$ cat src/hw/bt_hdr_pkg.sv
//////////////////////////////
// bluetooth packet header codec
// shared widths, polynomials and frame counts
//////////////////////////////
package bt_hdr_pkg;

  //////////////////////////////
  // frame geometry
  //////////////////////////////

  // header field, type/flow/arqn/seqn plus lt_addr
  localparam int HDR_BITS   = 10;
  // hec appended after the header
  localparam int HEC_BITS   = 8;
  // whole frame before fec
  localparam int FRAME_BITS = HDR_BITS + HEC_BITS;
  // rate 1/3 repetition, chips per bit
  localparam int FEC_REP    = 3;

  //////////////////////////////
  // word types
  //////////////////////////////

  typedef logic [HDR_BITS-1:0] hdr_t;
  // uap doubles as the hec seed
  typedef logic [7:0]          uap_t;
  typedef logic [HEC_BITS-1:0] hec_t;
  // CLK[6:1] for the whitening seed
  typedef logic [5:0]          wseed_t;
  // position in the 18 bit frame
  typedef logic [4:0]          bit_idx_t;

  //////////////////////////////
  // generator polynomials
  //////////////////////////////

  // D^8+D^7+D^5+D^2+D+1, taps below D^8
  localparam hec_t HEC_POLY   = 8'hA7;
  // D^7+D^4+1, feedback lands on bit 4
  localparam int   WHITEN_TAP = 4;

endpackage

$ cat src/hw/hdr_bit_if.sv
`timescale 1ns/100ps
//////////////////////////////
// header bit stream between two pipeline stages
//////////////////////////////
interface hdr_bit_if;

  // one cycle, start of a frame
  logic                 frame_start;
  // one cycle, bit valid, no acknowledge
  logic                 bit_strobe;
  logic                 bit_data;
  // frame position 0..17, valid with the strobe
  bt_hdr_pkg::bit_idx_t bit_index;

  // producer side
  modport src (
    output frame_start,
    output bit_strobe,
    output bit_data,
    output bit_index
  );

  // consumer side
  modport snk (
    input frame_start,
    input bit_strobe,
    input bit_data,
    input bit_index
  );

endinterface

$ cat src/hw/hec_lfsr.sv
`timescale 1ns/100ps
//////////////////////////////
// HEC shift register
// code generator on transmit, remainder on receive
//////////////////////////////
module hec_lfsr (
  input  logic             clk_6M,
  input  logic             rstz,
  input  logic             load,
  input  bt_hdr_pkg::uap_t seed,
  input  logic             shift_in,
  input  logic             shift_out,
  input  logic             step,
  input  logic             din,
  output bt_hdr_pkg::hec_t rem
);

  // feedback, incoming bit against the msb
  logic             fb;
  // plain left shift, zero fill
  bt_hdr_pkg::hec_t shifted;

  assign fb      = din ^ rem[bt_hdr_pkg::HEC_BITS-1];
  assign shifted = {rem[bt_hdr_pkg::HEC_BITS-2:0], 1'b0};

  always_ff @(posedge clk_6M or negedge rstz)
  begin
    if (!rstz)
      rem <= '0;
    // seed with the uap at frame start
    else if (load)
      rem <= seed;
    // divide mode, header bits in
    else if (step && shift_in)
      rem <= fb ? (shifted ^ bt_hdr_pkg::HEC_POLY) : shifted;
    // read-out mode, msb carries the code bit
    else if (step && shift_out)
      rem <= shifted;
  end

endmodule

$ cat src/hw/whiten_lfsr.sv
`timescale 1ns/100ps
//////////////////////////////
// whitening sequence, D^7+D^4+1
//////////////////////////////
module whiten_lfsr (
  input  logic               clk_6M,
  input  logic               rstz,
  input  logic               enable,
  input  logic               load,
  input  bt_hdr_pkg::wseed_t seed,
  input  logic               step,
  output logic               wbit
);

  // one extra stage above the clock field
  localparam int WLEN = $bits(bt_hdr_pkg::wseed_t) + 1;

  logic [WLEN-1:0] wreg;
  logic [WLEN-1:0] wnext;

  // rotate left, msb folded into the tap
  always_comb
  begin
    wnext                         = {wreg[WLEN-2:0], wreg[WLEN-1]};
    wnext[bt_hdr_pkg::WHITEN_TAP] = wreg[bt_hdr_pkg::WHITEN_TAP-1] ^ wreg[WLEN-1];
  end

  always_ff @(posedge clk_6M or negedge rstz)
  begin
    if (!rstz)
      wreg <= '0;
    // disabled, all zero so the xor is transparent
    else if (!enable)
      wreg <= '0;
    // 1 followed by CLK[6:1]
    else if (load)
      wreg <= {1'b1, seed};
    else if (step)
      wreg <= wnext;
  end

  assign wbit = wreg[WLEN-1];

endmodule

$ cat src/hw/hdr_tx_encode.sv
`timescale 1ns/100ps
//////////////////////////////
// transmit header serializer
// header lsb first, then hec, whitened
//////////////////////////////
module hdr_tx_encode (
  input  logic               clk_6M,
  input  logic               rstz,
  input  logic               chip_tick,
  input  logic               tx_start,
  input  bt_hdr_pkg::hdr_t   tx_header,
  input  bt_hdr_pkg::uap_t   tx_uap,
  input  bt_hdr_pkg::wseed_t clk_bits,
  input  logic               whiten_en,
  hdr_bit_if.src             out
);

  localparam bt_hdr_pkg::bit_idx_t LAST_IDX = bt_hdr_pkg::bit_idx_t'(bt_hdr_pkg::FRAME_BITS - 1);
  localparam bt_hdr_pkg::bit_idx_t HEC_IDX  = bt_hdr_pkg::bit_idx_t'(bt_hdr_pkg::HDR_BITS);
  localparam logic [1:0]           PH_LAST  = 2'(bt_hdr_pkg::FEC_REP - 1);

  logic                 active;
  // chip phase within the current bit
  logic [1:0]           phase;
  logic                 strobe;
  logic                 in_hdr;
  logic                 raw_bit;
  logic                 wbit;
  bt_hdr_pkg::bit_idx_t idx;
  bt_hdr_pkg::hdr_t     hdr_sr;
  bt_hdr_pkg::hec_t     hec_rem;

  //////////////////////////////
  // bit timing
  //////////////////////////////

  // new bit on phase 0 ticks only
  assign strobe = active && chip_tick && (phase == 2'd0);
  assign in_hdr = (idx < HEC_IDX);

  always_ff @(posedge clk_6M or negedge rstz)
  begin
    if (!rstz)
    begin
      active <= 1'b0;
      phase  <= 2'd0;
      idx    <= '0;
    end
    // start also restarts a running frame
    else if (tx_start)
    begin
      active <= 1'b1;
      phase  <= 2'd0;
      idx    <= '0;
    end
    else if (active && chip_tick)
    begin
      phase <= (phase == PH_LAST) ? 2'd0 : phase + 2'd1;
      if (strobe)
      begin
        idx <= idx + 5'd1;
        // done once bit 17 is out
        if (idx == LAST_IDX)
          active <= 1'b0;
      end
    end
  end

  // header shifter, lsb goes first
  always_ff @(posedge clk_6M)
  begin
    if (tx_start)
      hdr_sr <= tx_header;
    else if (strobe && in_hdr)
      hdr_sr <= hdr_sr >> 1;
  end

  //////////////////////////////
  // hec and whitening
  //////////////////////////////

  hec_lfsr u_hec (
    .clk_6M    (clk_6M),
    .rstz      (rstz),
    .load      (tx_start),
    .seed      (tx_uap),
    .shift_in  (in_hdr),
    .shift_out (!in_hdr),
    .step      (strobe),
    .din       (hdr_sr[0]),
    .rem       (hec_rem)
  );

  whiten_lfsr u_whiten (
    .clk_6M (clk_6M),
    .rstz   (rstz),
    .enable (whiten_en),
    .load   (tx_start),
    .seed   (clk_bits),
    .step   (strobe),
    .wbit   (wbit)
  );

  // header bit, or hec msb for bits 10..17
  assign raw_bit = in_hdr ? hdr_sr[0] : hec_rem[bt_hdr_pkg::HEC_BITS-1];

  assign out.frame_start = strobe && (idx == '0);
  assign out.bit_strobe  = strobe;
  assign out.bit_data    = raw_bit ^ wbit;
  assign out.bit_index   = idx;

endmodule

$ cat src/hw/fec13_repeat.sv
`timescale 1ns/100ps
//////////////////////////////
// rate 1/3 fec, holds each bit three chips
//////////////////////////////
module fec13_repeat (
  input  logic   clk_6M,
  input  logic   rstz,
  input  logic   chip_tick,
  hdr_bit_if.snk in,
  output logic   tx_bit,
  output logic   tx_active
);

  localparam bt_hdr_pkg::bit_idx_t LAST_IDX = bt_hdr_pkg::bit_idx_t'(bt_hdr_pkg::FRAME_BITS - 1);
  // chips left after the strobe of a bit
  localparam logic [1:0]           CNT_LAST = 2'(bt_hdr_pkg::FEC_REP - 2);

  // bit 17 on the line
  logic       last_bit;
  logic [1:0] chip_cnt;
  logic       frame_end;

  // third chip of bit 17
  assign frame_end = last_bit && chip_tick && (chip_cnt == CNT_LAST);

  // line register, one clock behind the strobe
  always_ff @(posedge clk_6M or negedge rstz)
  begin
    if (!rstz)
      tx_bit <= 1'b0;
    else if (in.bit_strobe)
      tx_bit <= in.bit_data;
    else if (frame_end)
      tx_bit <= 1'b0;
  end

  always_ff @(posedge clk_6M or negedge rstz)
  begin
    if (!rstz)
    begin
      tx_active <= 1'b0;
      last_bit  <= 1'b0;
      chip_cnt  <= 2'd0;
    end
    // rises with the first bit on the line
    else if (in.frame_start)
    begin
      tx_active <= 1'b1;
      last_bit  <= 1'b0;
      chip_cnt  <= 2'd0;
    end
    // strobe tick is chip 0 of bit 17
    else if (in.bit_strobe && (in.bit_index == LAST_IDX))
    begin
      last_bit <= 1'b1;
      chip_cnt <= 2'd0;
    end
    else if (frame_end)
    begin
      tx_active <= 1'b0;
      last_bit  <= 1'b0;
    end
    else if (last_bit && chip_tick)
      chip_cnt <= chip_cnt + 2'd1;
  end

endmodule

$ cat src/hw/fec13_vote.sv
`timescale 1ns/100ps
//////////////////////////////
// rate 1/3 fec, 2 of 3 majority per bit
//////////////////////////////
module fec13_vote (
  input  logic   clk_6M,
  input  logic   rstz,
  input  logic   chip_tick,
  input  logic   rx_start,
  input  logic   rx_bit,
  hdr_bit_if.src out
);

  localparam bt_hdr_pkg::bit_idx_t LAST_IDX = bt_hdr_pkg::bit_idx_t'(bt_hdr_pkg::FRAME_BITS - 1);
  localparam logic [1:0]           CNT_LAST = 2'(bt_hdr_pkg::FEC_REP - 1);

  logic                 armed;
  logic [1:0]           chip_cnt;
  // first two chips of the triplet
  logic [1:0]           chips;
  logic                 third_chip;
  logic                 maj;
  logic                 fs_q;
  logic                 strobe_q;
  logic                 data_q;
  bt_hdr_pkg::bit_idx_t idx;
  bt_hdr_pkg::bit_idx_t index_q;

  assign third_chip = armed && !rx_start && chip_tick && (chip_cnt == CNT_LAST);
  // any two of three
  assign maj = (chips[0] & chips[1]) | (chips[0] & rx_bit) | (chips[1] & rx_bit);

  always_ff @(posedge clk_6M or negedge rstz)
  begin
    if (!rstz)
    begin
      armed    <= 1'b0;
      chip_cnt <= 2'd0;
      idx      <= '0;
      fs_q     <= 1'b0;
      strobe_q <= 1'b0;
    end
    else
    begin
      fs_q     <= rx_start;
      strobe_q <= third_chip;
      if (rx_start)
      begin
        armed    <= 1'b1;
        chip_cnt <= 2'd0;
        idx      <= '0;
      end
      else if (third_chip)
      begin
        chip_cnt <= 2'd0;
        idx      <= idx + 5'd1;
        // idle after bit 17 until the next start
        if (idx == LAST_IDX)
          armed <= 1'b0;
      end
      else if (armed && chip_tick)
        chip_cnt <= chip_cnt + 2'd1;
    end
  end

  // chip store and voted bit
  always_ff @(posedge clk_6M)
  begin
    if (armed && chip_tick && !third_chip)
      chips[chip_cnt[0]] <= rx_bit;
    if (third_chip)
    begin
      data_q  <= maj;
      index_q <= idx;
    end
  end

  assign out.frame_start = fs_q;
  assign out.bit_strobe  = strobe_q;
  assign out.bit_data    = data_q;
  assign out.bit_index   = index_q;

endmodule

$ cat src/hw/hdr_rx_decode.sv
`timescale 1ns/100ps
//////////////////////////////
// receive header decode
// dewhiten, hec check, header collect
//////////////////////////////
module hdr_rx_decode (
  input  logic               clk_6M,
  input  logic               rstz,
  input  bt_hdr_pkg::uap_t   rx_uap,
  input  bt_hdr_pkg::wseed_t clk_bits,
  input  logic               whiten_en,
  hdr_bit_if.snk             in,
  output bt_hdr_pkg::hdr_t   rx_header,
  output logic               rx_hec_good,
  output logic               rx_done
);

  localparam bt_hdr_pkg::bit_idx_t LAST_IDX = bt_hdr_pkg::bit_idx_t'(bt_hdr_pkg::FRAME_BITS - 1);
  localparam bt_hdr_pkg::bit_idx_t HEC_IDX  = bt_hdr_pkg::bit_idx_t'(bt_hdr_pkg::HDR_BITS);

  logic             wbit;
  // dewhitened bit
  logic             dbit;
  logic             frame_end;
  logic             last_ok;
  bt_hdr_pkg::hec_t hec_rem;
  bt_hdr_pkg::hdr_t hdr_sr;

  assign dbit      = in.bit_data ^ wbit;
  assign frame_end = in.bit_strobe && (in.bit_index == LAST_IDX);

  //////////////////////////////
  // hec check and dewhitening
  //////////////////////////////

  // all 18 bits divided in, zero remainder means pass
  hec_lfsr u_hec (
    .clk_6M    (clk_6M),
    .rstz      (rstz),
    .load      (in.frame_start),
    .seed      (rx_uap),
    .shift_in  (1'b1),
    .shift_out (1'b0),
    .step      (in.bit_strobe),
    .din       (dbit),
    .rem       (hec_rem)
  );

  whiten_lfsr u_whiten (
    .clk_6M (clk_6M),
    .rstz   (rstz),
    .enable (whiten_en),
    .load   (in.frame_start),
    .seed   (clk_bits),
    .step   (in.bit_strobe),
    .wbit   (wbit)
  );

  // remainder after the last step, poly bit 0 is set
  // so zero needs a zero feedback and zero low bits
  assign last_ok = (hec_rem[bt_hdr_pkg::HEC_BITS-2:0] == '0) &&
                   !(dbit ^ hec_rem[bt_hdr_pkg::HEC_BITS-1]);

  //////////////////////////////
  // header collect and result
  //////////////////////////////

  // lsb arrives first, shift in from the top
  always_ff @(posedge clk_6M)
  begin
    if (in.bit_strobe && (in.bit_index < HEC_IDX))
      hdr_sr <= {dbit, hdr_sr[bt_hdr_pkg::HDR_BITS-1:1]};
  end

  always_ff @(posedge clk_6M or negedge rstz)
  begin
    if (!rstz)
    begin
      rx_done     <= 1'b0;
      rx_header   <= '0;
      rx_hec_good <= 1'b0;
    end
    else
    begin
      rx_done <= frame_end;
      // results held until the next frame end
      if (frame_end)
      begin
        rx_header   <= hdr_sr;
        rx_hec_good <= last_ok;
      end
    end
  end

endmodule

$ cat src/hw/hdr_proc_top.sv
`timescale 1ns/100ps
//////////////////////////////
// header codec top
// tx encode and repeat, rx vote and decode
//////////////////////////////
module hdr_proc_top (
  input  logic               clk_6M,
  input  logic               rstz,
  input  logic               chip_tick,
  input  logic               tx_start,
  input  bt_hdr_pkg::hdr_t   tx_header,
  input  bt_hdr_pkg::uap_t   tx_uap,
  input  logic               rx_start,
  input  bt_hdr_pkg::uap_t   rx_uap,
  input  logic               rx_bit,
  input  bt_hdr_pkg::wseed_t clk_bits,
  input  logic               whiten_en,
  output logic               tx_bit,
  output logic               tx_active,
  output bt_hdr_pkg::hdr_t   rx_header,
  output logic               rx_hec_good,
  output logic               rx_done
);

  // stage links
  hdr_bit_if tx_bits ();
  hdr_bit_if rx_bits ();

  //////////////////////////////
  // transmit path
  //////////////////////////////

  hdr_tx_encode u_tx_encode (
    .clk_6M    (clk_6M),
    .rstz      (rstz),
    .chip_tick (chip_tick),
    .tx_start  (tx_start),
    .tx_header (tx_header),
    .tx_uap    (tx_uap),
    .clk_bits  (clk_bits),
    .whiten_en (whiten_en),
    .out       (tx_bits.src)
  );

  fec13_repeat u_fec_repeat (
    .clk_6M    (clk_6M),
    .rstz      (rstz),
    .chip_tick (chip_tick),
    .in        (tx_bits.snk),
    .tx_bit    (tx_bit),
    .tx_active (tx_active)
  );

  //////////////////////////////
  // receive path
  //////////////////////////////

  fec13_vote u_fec_vote (
    .clk_6M    (clk_6M),
    .rstz      (rstz),
    .chip_tick (chip_tick),
    .rx_start  (rx_start),
    .rx_bit    (rx_bit),
    .out       (rx_bits.src)
  );

  hdr_rx_decode u_rx_decode (
    .clk_6M      (clk_6M),
    .rstz        (rstz),
    .rx_uap      (rx_uap),
    .clk_bits    (clk_bits),
    .whiten_en   (whiten_en),
    .in          (rx_bits.snk),
    .rx_header   (rx_header),
    .rx_hec_good (rx_hec_good),
    .rx_done     (rx_done)
  );

endmodule

$ cat config.mk
export PLATFORM = sky130hd
export DESIGN_NAME = hdr_proc_top
export DESIGN_NICKNAME = d
export VERILOG_FILES = /design/src/hw/bt_hdr_pkg.sv /design/src/hw/hdr_bit_if.sv /design/src/hw/hec_lfsr.sv /design/src/hw/whiten_lfsr.sv /design/src/hw/hdr_tx_encode.sv /design/src/hw/fec13_repeat.sv /design/src/hw/fec13_vote.sv /design/src/hw/hdr_rx_decode.sv /design/src/hw/hdr_proc_top.sv
export SDC_FILE = /design/constraint.sdc
export NUM_CORES = 1
export LEC_CHECK = 0
export BUFFER_PORTS_ARGS = -buffer_cell sky130_fd_sc_hd__buf_4
export CORE_ASPECT_RATIO = 1.25
export CORE_MARGIN = 4
export CORE_UTILIZATION = 52
export DETAILED_ROUTE_END_ITERATION = 12
export PLACE_DENSITY = 0.76
export SYNTH_ARGS = -nofsm -noshare
export SYNTH_HDL_FRONTEND = slang
export SYNTH_SLANG_ARGS = --single-unit
$ cat constraint.sdc
create_clock -name clk_6M -period 2.25 [get_ports clk_6M]
set_clock_uncertainty 0.1 [all_clocks]
set_input_delay 0.675 -clock clk_6M [delete_from_list [all_inputs] [get_ports clk_6M]]
set_output_delay 0.675 -clock clk_6M [all_outputs]
set_load 0.02 [all_outputs]
==> results of run 1 <==
state kept, by name, indices dropped and copies added (netlist names), 2 cells and up:
| name | count |
|---|---|
| u_fec_vote.idx | 5 |
| u_rx_decode.u_whiten.wreg | 7 |
| u_tx_encode.u_whiten.wreg | 7 |
| u_tx_encode.u_hec.rem | 8 |
| u_rx_decode.u_hec.rem | 8 |
| u_tx_encode.out.bit_index | 5 |
| u_rx_decode.hdr_sr | 10 |
| u_fec_vote.out.bit_index | 5 |
| u_tx_encode.hdr_sr | 10 |
| u_tx_encode.phase | 2 |
| u_fec_vote.chips | 2 |
| u_rx_decode.rx_header | 10 |
| u_fec_vote.chip_cnt | 2 |
| u_fec_repeat.chip_cnt | 2 |
stage by stage:
stage / setup slack (ns) / utilization (%) / cells
2_1_floorplan: 0.0942 / - / 354
3_3_place_gp: 0.254 / 60.1 / 490
3_5_place_dp: 0.224 / 60.1 / 490
4_1_cts: 0.414 / 62.7 / 506
5_1_grt: 0.290 / 62.7 / 506
6_report: 0.393 / 62.7 / 506
cell usage after synthesis, types with 5 or more instances:
library cell,instances
a311oi_1,7
xor2_1,8
ha_1,6
nor2_1,32
xnor2_1,9
buf_4,5
nor3_1,7
a21oi_1,15
dfrtp_1,65
nand4_1,6
mux2_2,20
o21ai_0,15
inv_1,10
mux2i_1,16
clkbuf_1,9
edfxtp_1,28
nand2_1,39
worst max-delay path by stage:
stage / from / endpoint / slack, ns / cells past startpoint
2_1_floorplan: chip_tick / u_tx_encode.hdr_sr[0] / 0.09 / 5
3_3_place_gp: chip_tick / u_tx_encode.hdr_sr[7] / 0.25 / 5
3_5_place_dp: chip_tick / u_tx_encode.hdr_sr[8] / 0.22 / 5
4_1_cts: u_tx_encode.out.bit_index[2] / u_tx_encode.u_hec.rem[5] / 0.41 / 4
5_1_grt: u_tx_encode.out.bit_index[2] / u_tx_encode.u_hec.rem[5] / 0.29 / 4
6_report: u_tx_encode.out.bit_index[2] / u_tx_encode.u_hec.rem[5] / 0.39 / 4
power groups by stage:
stage | clock (W) | combinational (W) | sequential, W
final | 0.00114 | 0.000391 | 0.00190
after global routing | 0.00124 | 0.000436 | 0.00191
after CTS | 0.00117 | 0.000398 | 0.00190
after detailed placement | 0 | 0.000395 | 0.00193
after global placement | 0 | 0.000380 | 0.00193
after floorplan | 0 | 0.000250 | 0.00192
area by class of cell:
| cell class | count | area, um^2 | share of cell area, % |
|---|---|---|---|
| Timing Repair Buffer | 63 | 498 | 10.1 |
| Clock inverter | 7 | 82.6 | 1.68 |
| Multi-Input combinational cell | 228 | 1580 | 32.2 |
| Sequential cell | 93 | 2470 | 50.2 |
| Tap cell | 95 | 119 | 2.42 |
| Inverter | 11 | 41.3 | 0.840 |
| Clock buffer | 9 | 124 | 2.52 |
cell families (layout without fill, tap and decap cells):
group	after synthesis	in the layout	synth area share, %
simple gates	108	108	12.4
flops	93	93	58.7
buf+inv	33	90	3.96
compound gates	58	58	9.17
xor+xnor	19	19	4.64
fa+ha+maj	7	7	2.02
mux	36	36	9.17
per-layer routing:
metal	vias to the layer above	global-route usage [%]
met5	-	0
met4	0	6.80
met3	8	3.43
met2	68	30.5
met1	1379	22.0
li1	1356	-
worst max-delay path: stages, from the launching register on:
cell and delay [ns]:
dfrtp_1 0.48, o21a_4 0.28, nor4_4 0.46, nor4_1 0.12
a311oi_1 0.30
==> summary.md, run 1 <==
| Metric | Value |
|---|---|
| Run status | finished, final reports clean |
| Worst-Skew Late Latency | approximately 0.36 ns |
| Async SR Flop Fraction | between 60% and 70% |
| Post-Route WL | 7.95 mm |
| Worst r2r src | u_tx_encode.out.bit_index[2] |
| Cts hold-fix bufs | 0 |
| Hold WS | around 0.14 ns |
| Unrepaired setup endpoints after global routing | false |
| CTS tree | built |
| Met1 wire length | 3.33 mm |
| Fillers | 655 |
| CTS sink cnt | 93 |
| Synth area leaders | dfrtp_1 (39%), edfxtp_1 (20%), mux2_2 (5.4%) |
| PD cells | 698 mW/mm^2 |
| Setup violators final | 0 |
| Syn_nets | 399 |
| Synth unique cells | 53 |
| Crit start category | flop |
| Final #Nets | 451 |
| Final antenna-violating net count | 0 |
| Fmax | about 540 MHz |
| Number of global-route vias before repair | between 2k and 3k |
| FF-to-FF path depth | 4 |
| Cell taking the most area after synthesis | dfrtp_1 |
| H-tree Lvls | 3 |
| Slew headroom | between 60% and 70% |
| Critical path arrival | ~2.0 ns |
| Gr usage total | between 15 and 20% |
| Setup CP Type | reg -> reg |
| Switch share | 25.6% |
| PnR Total Power | about 0.0034 W |
| Root Buffer | clkbuf_8 |
| Cell Area, Placed | between 0.004 and 0.005 mm^2 |
| DRT Pass-1 Iters | 5 |
| Global-route wire length before repair | between 10 and 15 mm |
| Largest net degree at the start of global routing | 36 |
| Area share of the largest cell type after synthesis | 38.7% |
| Clock share of power | roughly a third |
| DIE WIDTH | roughly 90 um |
| Core Rows | 36 |
| Layout cells sized above 1 | between 20% and 30% |
| Commonest non-fill, non-tap cell in the layout | dfrtp_1 |
| Vias/cell | roughly 5.6 |
| Max-Cap Viols | 0 |
| Core area | approximately 0.0078 mm^2 |
| Top layer in use | met4 |
| Total number of vias | approximately 2.8k |
| Most frequent cells in the layout | dfrtp_1 (65), buf_4 (61), nand2_1 (39) |
| Period utilization | 82.5% |
| HPWL after DPL | about 5.6 mm |
| Num CTS Buffers | 9 |
| Min cycle time layout | about 1.9 ns |
| Final hold viol count | 0 |
| Setup bufs post-CTS | 0 |
| P_int | between 0.002 and 0.003 W |
| Flop pwr share | between 50 and 60% |
| Synthesized cell area | ~0.0042 mm^2 |
| Drt drc | 0 |
| N_diodes | 0 |
| Worst EP required | approximately 2.4 ns |
| Synthesized flop and latch total | between 90 and 100 |
| Post-synth EDFFs | 28 |
| Post-synthesis cell count | around 350 |
| Met2 WL | around 4.2 mm |
| Max Slew Vio Count | 0 |
| CTS-repair resized insts | 0 |
| Switch Pwr | just under 0.0009 W |
| Leak | about 2.1 nW |
| Register area share after synthesis | between 50% and 60% |
| WL/cell | roughly 16 um |
| GRT Residual Overflow | 0 |
| Worst-margin pin slew | slightly above 0.5 ns |
| Starting Density | a little over half |
| Worst min path class | in -> async |
| # IOs | 53 |
| R2R setup slack | 0.39 ns |
| Fin Setup TNS | 0 ns |
| Iteration-0 DRC count of the detailed router | 121 |
| Ys flop type | dfrtp_1 |
| Initial antenna violation count | 0 |
| Chip height | 109 um |
| Gpl congestion | around 0.77 |
| Reg2reg end | u_tx_encode.u_hec.rem[5] |
| Clock transition at the registers of the reported paths | ~0.1 ns |
| Area grow syn2layout | 16.9% |
| Crit. End Element | flop |
| Gate power share | a little under an eighth |
| Max Buffers Root-to-Sink | 2 |
| Critical Path Fanout Max | 8 |
| Post-route cell area | approximately 0.005 mm^2 |
| Ys Warns | 0 |
| VDD IR max | 0.000552 V |
| Die area | ~0.0096 mm^2 |
| PortBufs | 52 |
| Mean post-synth cell area | 11.9 um^2 |
| Met3 wire length | roughly 340 um |
Power figures use the tool's default switching activity.
==> run 2: changes to the inputs <==
clock period = 1.5 ns   (was 2.25 ns; I/O delays follow)
==> run 2 against run 1 <==
Against the previous run:
- the flow now finishes with violations (negative setup slack)
- register-to-register slack lost 0.54 ns
- total power grew 52%
- first-iteration DRC count increased by 50%
- core utilization grew 7.6 points
- clock-buffer cell count is the same
- worst setup slack lost 0.54 ns
- cell count grew 9.1%
- critical path depth is 1 higher
- combinational power rose by 100%
- largest power group unchanged
- highest routed layer unchanged
==> summary.md, run 2 (synthesized netlist as in run 1, its figures left out) <==
| Metric | Value |
|---|---|
| Layout cells sized above 1 | between 30% and 40% |
| PD cells | between 900 and 1000 mW/mm^2 |
| Setup CP Type | reg -> reg |
| Setup violators final | 21 |
| Starting Density | 53.6% |
| Leak | around 2.4 nW |
| CTS tree | built |
| Critical path arrival | 1.80 ns |
| DIE WIDTH | roughly 88 um |
| Gpl congestion | 0.831 |
| Number of global-route vias before repair | 2,954 |
| N_diodes | 0 |
| Max Buffers Root-to-Sink | 2 |
| Max Slew Vio Count | 0 |
| Num CTS Buffers | 9 |
| Worst-margin pin slew | just over 0.4 ns |
| Commonest non-fill, non-tap cell in the layout | buf_4 |
| VDD IR max | between 0.0005 and 0.0006 V |
| Failing checks | negative setup slack |
| Run status | finished, violations left |
| Dpl ws | -0.253 ns |
| Worst min path class | in -> reg |
| Final Worst Setup Slack | -0.152 ns |
| Area grow syn2layout | 31.0% |
| GRT Residual Overflow | 0 |
| Clock transition at the registers of the reported paths | around 0.10 ns |
| Vias/cell | approximately 5.6 |
| Min cycle time layout | roughly 1.7 ns |
| # IOs | 53 |
| HPWL after DPL | around 6 mm |
| CTS sink cnt | 93 |
| Cell Area, Placed | between 0.005 and 0.006 mm^2 |
| Root Buffer | clkbuf_8 |
| Die area | around 0.0096 mm^2 |
| Slew headroom | 72.5% |
| Crit start category | flop |
| Largest registers | u_rx_decode.hdr_sr x10, u_rx_decode.rx_header x10, u_tx_encode.hdr_sr x10 |
| Drt drc | 0 |
| Initial antenna violation count | 0 |
| Worst-Skew Late Latency | 0.36 ns |
| Total number of vias | roughly 3k |
| Iteration-0 DRC count of the detailed router | 181 |
| DRT Pass-1 Iters | 4 |
| Critical Path Fanout Max | 2 |
| PortBufs | 52 |
| H-tree Lvls | 3 |
| Worst EP required | 1.65 ns |
| Post-Route WL | approximately 8.9 mm |
| Largest net degree at the start of global routing | 25 |
| Post-Layout Cell Count | between 500 and 600 |
| Max-Cap Viols | 0 |
| Final antenna-violating net count | 0 |
| Crit. End Element | flop |
| Core Rows | 36 |
| Chip height | between 100 and 150 um |
| Final hold viol count | 0 |
| Fillers | ~550 |
| WL/cell | roughly 16 um |
| Most frequent cells in the layout | buf_4 (93), dfrtp_1 (64), nand2_1 (39) |
| Post-route cell area | about 0.0055 mm^2 |
| Period utilization | 110% |
| Core area | 0.00784 mm^2 |
| Fmax | about 610 MHz |
| Dpl cells | 520 |
| Hold WS | 0.194 ns |
| Unrepaired setup endpoints after global routing | true |
| Final #Nets | ~500 |
| Gr usage total | 18.5% |
| Global-route wire length before repair | 13.6 mm |
-- run 2: cell types whose count changed in the layout (fill, tap and decap cells not counted), moves of 3 or more --
cell,previous run,this run
buf_12,2,5
mux2_4,0,10
buf_6,0,9
mux2_2,20,10
o21ai_0,15,8
nor3_4,0,3
nor3_1,7,4
o21ai_1,0,7
buf_4,61,93
-- run 2: routing by layer --
metal	routed length [um]	vias up	track usage (%)
li1	-	1454	-
met4	109	0	6.26
met5	0	-	0
met1	3620	1536	23.1
met3	427	11	4.19
met2	4790	78	31.3
-- run 2: worst paths after layout --
check                                      endpoint  cells past startpoint  slack [ns]                    startpoint
max reg2reg                     u_fec_repeat.tx_bit                      5       -0.15  u_tx_encode.out.bit_index[2]
max in group asynchronous         u_fec_vote.idx[0]                      3        0.44                          rstz
max                             u_fec_repeat.tx_bit                      5       -0.15  u_tx_encode.out.bit_index[2]
min                             u_fec_vote.chips[0]                      1        0.19                        rx_bit
min reg2reg                   u_rx_decode.hdr_sr[4]                      0        0.37         u_rx_decode.hdr_sr[5]
min in group asynchronous  u_rx_decode.rx_header[0]                      2        0.42                          rstz
-- run 2: stage by stage --
step / power (W) / setup TNS, ns / util, %
after floorplan: 0.00327 / -4.51 / -
after global placement: 0.00354 / -5.47 / 64.2
after detailed placement: 0.00357 / -6.71 / 64.2
after CTS: 0.00515 / -1.53 / 67.6
after global routing: 0.00546 / -3.20 / 70.3
final: 0.00522 / -1.15 / 70.3
-- run 2: repair_timing --
| action | 4_1_cts | 5_1_grt |
|---|---|---|
| gates resized for setup | 10 | 29 |
| buffers inserted | 5 | 10 |
| endpoints found under the setup margin | 44 | 62 |
| hold endpoints to repair | 20 | 0 |
| hold buffers | 1 | 0 |
| cloned | 0 | 1 |
| pin swaps | 6 | 16 |
-- run 2: power by group --
part | switching, W | internal (W) | leakage [nW]
sequential | 0.000101 | 0.00275 | 1.10
combinational | 0.000365 | 0.000428 | 1.21
clock | 0.000949 | 0.000628 | 0.0892
-- run 2: layout make-up --
class | instances | area [um^2] | share of cell area, %
tap | 95 | 119 | 2.16
inverter | 11 | 41.3 | 0.750
clock inverter | 7 | 60.1 | 1.09
sequential | 93 | 2470 | 44.8
multi-input combinational | 229 | 1790 | 32.4
clock buffer | 9 | 124 | 2.25
timing repair buffer | 108 | 910 | 16.5
-- run 2: critical path: stages (launching register included) --
cell,delay (ns)
dfrtp_1,0.40
o21a_4,0.23
buf_4,0.14
o32ai_1,0.37
xnor2_1,0.20
o21ai_0,0.11
